<file path="src/fm_defs.svh">
`ifndef FM_DEFS_SVH
`define FM_DEFS_SVH

// Raw I/Q sample width as it arrives in the byte stream
`define FM_SAMPLE_BITS 16

// Working width of quantized samples and filter outputs
`define FM_DATA_BITS 32

// Fixed point shift for quantize and dequantize
`define FM_QUANT_BITS 10

// Channel filter length
`define FM_FIR_TAPS 20

`define FM_IN_FIFO_DEPTH 16
`define FM_OUT_FIFO_DEPTH 16

`endif

</file>
<file path="src/fm_sample_pkg.sv">
`default_nettype none

`include "fm_defs.svh"

package fm_sample_pkg;

    // One byte of the interleaved input stream
    typedef logic [7:0] byte_t;

    // Quantized sample
    typedef logic signed [`FM_DATA_BITS-1:0] sample_t;

    // Full product sums, wide enough that no tap sum overflows
    typedef logic signed [2*`FM_DATA_BITS-1:0] acc_t;

    typedef struct packed {
        sample_t i;
        sample_t q;
    } iq_t;

    typedef enum logic [1:0] {
        FIR_IDLE,
        FIR_ACCUMULATE,
        FIR_WRITE
    } fir_state_t;

endpackage

`default_nettype wire

</file>
<file path="src/fm_coeff_pkg.sv">
`default_nettype none

`include "fm_defs.svh"

package fm_coeff_pkg;

    typedef logic signed [`FM_DATA_BITS-1:0] coeff_t;

    // Channel low-pass, symmetric about the middle two taps
    localparam coeff_t CHANNEL_COEFFS [`FM_FIR_TAPS] = '{
        32'h00000001,
        32'h00000008,
        32'hfffffff3,
        32'h00000009,
        32'h0000000b,
        32'hffffffd3,
        32'h00000045,
        32'hffffffd3,
        32'hffffff31,
        32'h00000257,
        32'h00000257,
        32'hffffff31,
        32'hffffffd3,
        32'h00000045,
        32'hffffffd3,
        32'h0000000b,
        32'h00000009,
        32'hfffffff3,
        32'h00000008,
        32'h00000001
    };

endpackage

`default_nettype wire

</file>
<file path="src/sample_fifo.sv">
`default_nettype none

module sample_fifo #(
    parameter int unsigned WIDTH = 8,
    parameter int unsigned DEPTH = 16
) (
    input  logic             clock,
    input  logic             i_rst_n,
    input  logic             i_wr_en,
    input  logic [WIDTH-1:0] i_din,
    output logic             o_full,
    input  logic             i_rd_en,
    output logic [WIDTH-1:0] o_dout,
    output logic             o_empty
);

    localparam int unsigned PTR_BITS = (DEPTH > 1) ? $clog2(DEPTH) : 1;
    localparam int unsigned CNT_BITS = $clog2(DEPTH + 1);
    localparam logic [PTR_BITS-1:0] LAST_PTR = PTR_BITS'(DEPTH - 1);
    localparam logic [CNT_BITS-1:0] FULL_CNT = CNT_BITS'(DEPTH);

    logic [WIDTH-1:0]    mem [DEPTH];
    logic [PTR_BITS-1:0] wr_ptr;
    logic [PTR_BITS-1:0] rd_ptr;
    logic [CNT_BITS-1:0] count;
    logic                wr_ok;
    logic                rd_ok;

    // Blocked accesses are dropped here
    assign wr_ok = i_wr_en && !o_full;
    assign rd_ok = i_rd_en && !o_empty;

    assign o_full  = (count == FULL_CNT);
    assign o_empty = (count == '0);

    // Show-ahead read
    assign o_dout = mem[rd_ptr];

    always_ff @(posedge clock) begin
        if (wr_ok) begin
            mem[wr_ptr] <= i_din;
        end
    end

    always_ff @(posedge clock) begin
        if (!i_rst_n) begin
            wr_ptr <= '0;
            rd_ptr <= '0;
            count  <= '0;
        end else begin
            if (wr_ok) begin
                wr_ptr <= (wr_ptr == LAST_PTR) ? '0 : wr_ptr + 1'b1;
            end
            if (rd_ok) begin
                rd_ptr <= (rd_ptr == LAST_PTR) ? '0 : rd_ptr + 1'b1;
            end
            case ({wr_ok, rd_ok})
                2'b10:   count <= count + 1'b1;
                2'b01:   count <= count - 1'b1;
                default: count <= count;
            endcase
        end
    end

endmodule

`default_nettype wire

</file>
<file path="src/iq_decode.sv">
`default_nettype none

`include "fm_defs.svh"

module iq_decode (
    input  logic                clock,
    input  logic                i_rst_n,
    input  fm_sample_pkg::byte_t i_byte,
    input  logic                i_byte_empty,
    output logic                o_byte_rd_en,
    input  logic                i_busy,
    output fm_sample_pkg::iq_t  o_sample,
    output logic                o_sample_wr_en
);

    logic [1:0]           byte_cnt;
    logic                 sample_valid;
    fm_sample_pkg::byte_t i_lo;
    fm_sample_pkg::byte_t i_hi;
    fm_sample_pkg::byte_t q_lo;

    // Sign-extend to the working width, then scale up
    function automatic fm_sample_pkg::sample_t quantize(
        input logic [`FM_SAMPLE_BITS-1:0] raw
    );
        fm_sample_pkg::sample_t ext;
        ext = {{(`FM_DATA_BITS - `FM_SAMPLE_BITS){raw[`FM_SAMPLE_BITS-1]}}, raw};
        return ext <<< `FM_QUANT_BITS;
    endfunction

    // No popping while a finished sample waits for the filter
    assign o_byte_rd_en   = !i_byte_empty && !sample_valid;
    assign o_sample_wr_en = sample_valid && !i_busy;

    always_ff @(posedge clock) begin
        if (!i_rst_n) begin
            byte_cnt     <= 2'd0;
            sample_valid <= 1'b0;
        end else begin
            if (o_byte_rd_en) begin
                byte_cnt <= byte_cnt + 2'd1;
            end
            if (o_byte_rd_en && byte_cnt == 2'd3) begin
                sample_valid <= 1'b1;
            end else if (o_sample_wr_en) begin
                sample_valid <= 1'b0;
            end
        end
    end

    // Byte order is I low, I high, Q low, Q high
    always_ff @(posedge clock) begin
        if (o_byte_rd_en) begin
            case (byte_cnt)
                2'd0: i_lo <= i_byte;
                2'd1: i_hi <= i_byte;
                2'd2: q_lo <= i_byte;
                default: begin
                    o_sample.i <= quantize({i_hi, i_lo});
                    o_sample.q <= quantize({i_byte, q_lo});
                end
            endcase
        end
    end

endmodule

`default_nettype wire

</file>
<file path="src/channel_fir.sv">
`default_nettype none

`include "fm_defs.svh"

module channel_fir (
    input  logic               clock,
    input  logic               i_rst_n,
    input  fm_sample_pkg::iq_t i_sample,
    input  logic               i_sample_wr_en,
    output logic               o_busy,
    output fm_sample_pkg::iq_t o_result,
    output logic               o_wr_en,
    input  logic               i_out_full
);

    localparam int unsigned TAP_BITS = $clog2(`FM_FIR_TAPS);
    localparam logic [TAP_BITS-1:0] LAST_TAP = TAP_BITS'(`FM_FIR_TAPS - 1);

    fm_sample_pkg::fir_state_t state;
    fm_sample_pkg::iq_t        history [`FM_FIR_TAPS];
    logic [TAP_BITS-1:0]       tap_cnt;
    fm_sample_pkg::acc_t       acc_i;
    fm_sample_pkg::acc_t       acc_q;
    fm_sample_pkg::acc_t       prod_i;
    fm_sample_pkg::acc_t       prod_q;
    fm_sample_pkg::acc_t       acc_i_shr;
    fm_sample_pkg::acc_t       acc_q_shr;
    fm_coeff_pkg::coeff_t      tap_coeff;

    assign o_busy  = (state != fm_sample_pkg::FIR_IDLE);
    assign o_wr_en = (state == fm_sample_pkg::FIR_WRITE) && !i_out_full;

    // One tap per cycle, both rails share the coefficient
    assign tap_coeff = fm_coeff_pkg::CHANNEL_COEFFS[tap_cnt];
    assign prod_i = fm_sample_pkg::acc_t'(history[tap_cnt].i)
                  * fm_sample_pkg::acc_t'(tap_coeff);
    assign prod_q = fm_sample_pkg::acc_t'(history[tap_cnt].q)
                  * fm_sample_pkg::acc_t'(tap_coeff);

    // Dequantize
    assign acc_i_shr  = acc_i >>> `FM_QUANT_BITS;
    assign acc_q_shr  = acc_q >>> `FM_QUANT_BITS;
    assign o_result.i = acc_i_shr[`FM_DATA_BITS-1:0];
    assign o_result.q = acc_q_shr[`FM_DATA_BITS-1:0];

    always_ff @(posedge clock) begin
        if (!i_rst_n) begin
            state   <= fm_sample_pkg::FIR_IDLE;
            tap_cnt <= '0;
            for (int k = 0; k < `FM_FIR_TAPS; k++) begin
                history[k] <= '0;
            end
        end else begin
            case (state)
                fm_sample_pkg::FIR_IDLE: begin
                    if (i_sample_wr_en) begin
                        history[0] <= i_sample;
                        for (int k = 1; k < `FM_FIR_TAPS; k++) begin
                            history[k] <= history[k-1];
                        end
                        tap_cnt <= '0;
                        state   <= fm_sample_pkg::FIR_ACCUMULATE;
                    end
                end
                fm_sample_pkg::FIR_ACCUMULATE: begin
                    tap_cnt <= tap_cnt + 1'b1;
                    if (tap_cnt == LAST_TAP) begin
                        state <= fm_sample_pkg::FIR_WRITE;
                    end
                end
                fm_sample_pkg::FIR_WRITE: begin
                    // Hold here under back-pressure
                    if (!i_out_full) begin
                        state <= fm_sample_pkg::FIR_IDLE;
                    end
                end
                default: state <= fm_sample_pkg::FIR_IDLE;
            endcase
        end
    end

    always_ff @(posedge clock) begin
        if (state == fm_sample_pkg::FIR_IDLE && i_sample_wr_en) begin
            acc_i <= '0;
            acc_q <= '0;
        end else if (state == fm_sample_pkg::FIR_ACCUMULATE) begin
            acc_i <= acc_i + prod_i;
            acc_q <= acc_q + prod_q;
        end
    end

endmodule

`default_nettype wire

</file>
<file path="src/fm_frontend_top.sv">
`default_nettype none

`include "fm_defs.svh"

module fm_frontend_top (
    input  logic                 clock,
    input  logic                 i_rst_n,
    input  logic                 i_in_wr_en,
    input  fm_sample_pkg::byte_t i_in_din,
    output logic                 o_in_full,
    input  logic                 i_out_rd_en,
    output fm_sample_pkg::iq_t   o_out_iq,
    output logic                 o_out_empty
);

    fm_sample_pkg::byte_t in_dout;
    logic                 in_empty;
    logic                 in_rd_en;
    fm_sample_pkg::iq_t   dec_sample;
    logic                 dec_wr_en;
    logic                 fir_busy;
    fm_sample_pkg::iq_t   fir_result;
    logic                 fir_wr_en;
    logic                 out_full;

    sample_fifo #(
        .WIDTH($bits(fm_sample_pkg::byte_t)),
        .DEPTH(`FM_IN_FIFO_DEPTH)
    ) in_fifo_inst (
        .clock(clock),
        .i_rst_n(i_rst_n),
        .i_wr_en(i_in_wr_en),
        .i_din(i_in_din),
        .o_full(o_in_full),
        .i_rd_en(in_rd_en),
        .o_dout(in_dout),
        .o_empty(in_empty)
    );

    iq_decode iq_decode_inst (
        .clock(clock),
        .i_rst_n(i_rst_n),
        .i_byte(in_dout),
        .i_byte_empty(in_empty),
        .o_byte_rd_en(in_rd_en),
        .i_busy(fir_busy),
        .o_sample(dec_sample),
        .o_sample_wr_en(dec_wr_en)
    );

    channel_fir channel_fir_inst (
        .clock(clock),
        .i_rst_n(i_rst_n),
        .i_sample(dec_sample),
        .i_sample_wr_en(dec_wr_en),
        .o_busy(fir_busy),
        .o_result(fir_result),
        .o_wr_en(fir_wr_en),
        .i_out_full(out_full)
    );

    // Filtered I/Q pairs
    sample_fifo #(
        .WIDTH($bits(fm_sample_pkg::iq_t)),
        .DEPTH(`FM_OUT_FIFO_DEPTH)
    ) out_fifo_inst (
        .clock(clock),
        .i_rst_n(i_rst_n),
        .i_wr_en(fir_wr_en),
        .i_din(fir_result),
        .o_full(out_full),
        .i_rd_en(i_out_rd_en),
        .o_dout(o_out_iq),
        .o_empty(o_out_empty)
    );

endmodule

`default_nettype wire

</file>
<file path="config.mk">
export PLATFORM = sky130hd
export DESIGN_NAME = fm_frontend_top
export DESIGN_NICKNAME = d
export VERILOG_FILES = /design/src/fm_sample_pkg.sv /design/src/fm_coeff_pkg.sv /design/src/sample_fifo.sv /design/src/iq_decode.sv /design/src/channel_fir.sv /design/src/fm_frontend_top.sv
export VERILOG_INCLUDE_DIRS = /design/src
export SDC_FILE = /design/constraint.sdc
export NUM_CORES = 2
export LEC_CHECK = 0
export ABC_AREA = 0
export BUFFER_PORTS_ARGS = -buffer_cell sky130_fd_sc_hd__buf_2
export CORE_MARGIN = 2
export CORE_UTILIZATION = 44
export CTS_CLUSTER_DIAMETER = 50
export DETAILED_ROUTE_END_ITERATION = 10
export HOLD_SLACK_MARGIN = 0.03
export PLACE_DENSITY = 0.65
export SYNTH_ARGS = -nofsm -noshare
export SYNTH_HDL_FRONTEND = slang
export SYNTH_SLANG_ARGS = --single-unit
export TNS_END_PERCENT = 1
</file>
<file path="constraint.sdc">
create_clock -name clock -period 25.5 [get_ports clock]
set_input_delay 6.375 -clock clock [delete_from_list [all_inputs] [get_ports clock]]
set_output_delay 6.375 -clock clock [all_outputs]
set_load 0.05 [all_outputs]
</file>
==> flow_metrics.py <==
metrics = {
    "worst_setup_path": {
        "worst-path-stages": 6,
        "crit_slowest_cell": "dfxtp_4",
        "worst-path-buf-inv": 4,
        "start_kind": "flip-flop",
        "worstPathRequired_ps": 19120,
        "cp_max_fo": 99,
        "cp_top_family": "buffers and inverters",
        "path_class": "flip-flop to primary output",
        "worstRegToRegCells": 28,
        "endpoint_kind": "primary output",
        "crit_chain": "buf_12 > buf_4 > buf_4 > mux4_2 > mux4_2 > buf_2",
        "cpPeakStageDelay_ps": 880,
        "cp.arrival_ps": 5580,
    },
    "placement": {
        "hpwl_um": 146000,
        "place_area_um2": 108000,
        "post-place-ws_ps": 14210,
        "gp_congestion": 0.925,
        "io_buffers": 77,
    },
    "pwr": {
        "p_sw_mw": 2.46,
        "combPwrFrac": 0.166,
        "swShare": 0.281,
        "p_per_area_nw_per_um2": 76.0,
        "clkPwrFrac": 0.354,
        "seq_power_share": 0.480,
        "vdd_drop_max_mv": 0.0572,
        "p_leak_nw": 43.2,
        "p_int_mw": 6.30,
    },
    "status": {
        "outcome": "finished clean",
    },
    "clock_tree": {
        "holdBufCountCts": 0,
        "cts_tree": "built",
        "cts_resized": 0,
        "htreeDepth": 4,
        "insertion_delay_ps": 870,
        "cts_buffers": 213,
        "postCtsSetupBuffers": 0,
        "clockRootBuffer": "clkbuf_16",
        "cts.clk_slew.worst_paths_ps": 60,
        "cts_buffer_depth": 3,
        "clock-sinks": 1961,
    },
    "floorplanning": {
        "rows": 178,
        "dieHeight_um": 491,
        "core_region_area_um2": 235000,
        "floorplan.initialDensity": 0.443,
        "die_area_um2": 241000,
        "ios": 78,
        "die_w_um": 491,
    },
    "global_routing": {
        "overflow": 0,
        "antenna_found_initial": 2,
        "grt_util_all_layers": 0.188,
        "grt_max_degree": 194,
        "grt_pass1_vias": 57300,
        "grt_pass1_wl_um": 349000,
    },
    "cells_and_area": {
        "area.sequential_um2": 57800,
        "multi_input_area_um2": 41500,
        "num-fill-cells": 19700,
        "layout_common_cells": "edfxtp_1 (1848), inv_1 (1000), fa_1 (706)",
        "area_growth_pct": 10.6,
        "final_common_cell": "edfxtp_1",
        "nets": 7789,
        "fin_area_um2": 115000,
        "drive_above_1_share": 0.156,
    },
    "drt": {
        "drc": 0,
        "wl_per_cell_um": 22.2,
        "viasPerCell": 5.27,
        "num_vias": 53100,
        "initialDrtViolationCount": 4107,
        "antenna_left": 0,
        "drt-total-wl_um": 224000,
        "dr.pass1.iters": 5,
    },
    "timing": {
        "setup_violations": 0,
        "worst_pin_slew_ps": 1370,
        "rsz0062_at_grt": "false",
        "period_share": 0.469,
        "tns_ps": 0,
        "fmax_mhz": 83.7,
        "slew_violations": 0,
        "final-hold-violation-count": 0,
        "timing.final.ws_setup_ps": 13550,
        "period_needed_ps": 11950,
        "fin_worst_skew_ps": 65.6,
        "slew_headroom": 0.0789,
    },
    "yosys": {
        "ys_warn_count": 0,
        "syn_area_per_cell_um2": 15.7,
        "synth_cell_types": 77,
        "ys_seq_area_frac": 0.554,
        "synthArstFlopShare": 0,
        "syn_inst": 6647,
        "synth-seq-cells": 1961,
        "syn_nets": 7696,
        "synth-edff-count": 1848,
        "yosys_most_used_dff": "edfxtp_1",
        "synth_area_um2": 104000,
    },
    "job": {
        "maxCapViolCount": 0,
    },
    "worst_hold_path": {
        "holdCritStartpoint": "iq_decode_inst.q_lo[1]",
        "hold_path.class": "flip-flop to flip-flop",
        "hold_depth": 0,
    },
}
==> routing by layer <==
layer	wire, µm	track usage	vias to the layer above	part of all wire
li1	-	-	23500	-
met1	97800	0.256	28000	0.44
met2	111000	0.320	1260	0.50
met3	9510	0.0244	317	0.043
met4	5190	0.0491	0	0.023
met5	0	0	-	0
==> synthesized netlist by cell type (12+ instances only) <==
cell type     n  area (µm²)
edfxtp_1   1848       55500
inv_1      1000        3750
fa_1        706       14100
and2_1      694        4340
mux4_2      504       11400
ha_1        331        4140
nor2_1      284        1070
clkbuf_1    196         736
nand2_1     149         559
dfxtp_1     113        2260
xnor2_1     109         955
o21ai_0      91         455
a21oi_1      69         345
mux2i_1      55         551
nand2b_1     43         269
buf_1        41         154
xor2_1       36         315
a21o_1       29         218
nor2b_1      24         150
nand3_1      23         115
or2_2        23         144
a22oi_1      19         143
mux4_1       17         447
nor3_1       17        85.1
o21bai_1     17         128
o22ai_1      17         106
buf_2        15        75.1
buf_6        12         135
==> worst register-to-register path: cells and delay by family (launching register included) <==
| kind | cells | cell delay (ps) |
|---|---|---|
| flip-flops | 1 | 830 |
| AND/OR/NAND/NOR | 3 | 950 |
| AO/OA/AOI/OAI | 6 | 1640 |
| buffers and inverters | 6 | 1770 |
| multiplexers | 3 | 1830 |
| XOR/XNOR | 1 | 160 |
| adder cells (fa/ha/maj) | 9 | 3770 |
==> final timing paths <==
check                                end  slack (ps)
max                         o_out_iq[53]       13550
min          iq_decode_inst.o_sample[11]         390
max reg2reg   channel_fir_inst.acc_q[31]       14410
min reg2reg  iq_decode_inst.o_sample[11]         390
==> sequential cells by signal, indices dropped and copies added, names as in the netlist, 8 cells and up, named ones only <==
signal                    flops
channel_fir_inst.acc_i       32
channel_fir_inst.history    640
iq_decode_inst.o_sample      32
iq_decode_inst.i_hi           8
iq_decode_inst.i_lo           8
channel_fir_inst.acc_q       32
out_fifo_inst.mem          1024
in_fifo_inst.mem            128
iq_decode_inst.q_lo           8
==> layout make-up <==
class,count,area share
diodes,1,0.0000217
flip-flops and latches,1961,0.501
multi-input cells,3399,0.360
repair buffers,160,0.00920
well taps,3150,0.0342
clock inverters,128,0.0133
inverters,1005,0.0327
clock buffers,271,0.0496
==> through the flow <==
stage                     utilization  std cells  total power [mW]  hold slack [ps]
after global routing            0.490      10100              9.21              404
after floorplan                     -       6647              5.27              400
after detailed placement        0.459       9675              5.73              405
final                           0.490      10100              8.76              395
after CTS                       0.490      10100              8.84              394
after global placement          0.459       9675              5.69              402
==> logic make-up after synthesis <==
kind of cell / share of synthesized area
AOI/OAI and AO/OA: 0.0197
adders and majority gates: 0.176
muxes: 0.122
xor gates and xnor gates: 0.0125
and+or+nand+nor: 0.0672
buffers and inverters: 0.0488
DFF: 0.554
==> power groups by stage <==
stage | registers [mW] | clock network (mW) | logic (mW)
after global routing | 4.25 | 3.29 | 1.68
after detailed placement | 4.27 | 0 | 1.46
after global placement | 4.25 | 0 | 1.44
after CTS | 4.21 | 3.16 | 1.48
after floorplan | 4.15 | 0 | 1.12
final | 4.20 | 3.10 | 1.46
Note: power is estimated with default switching activity, not from simulation.
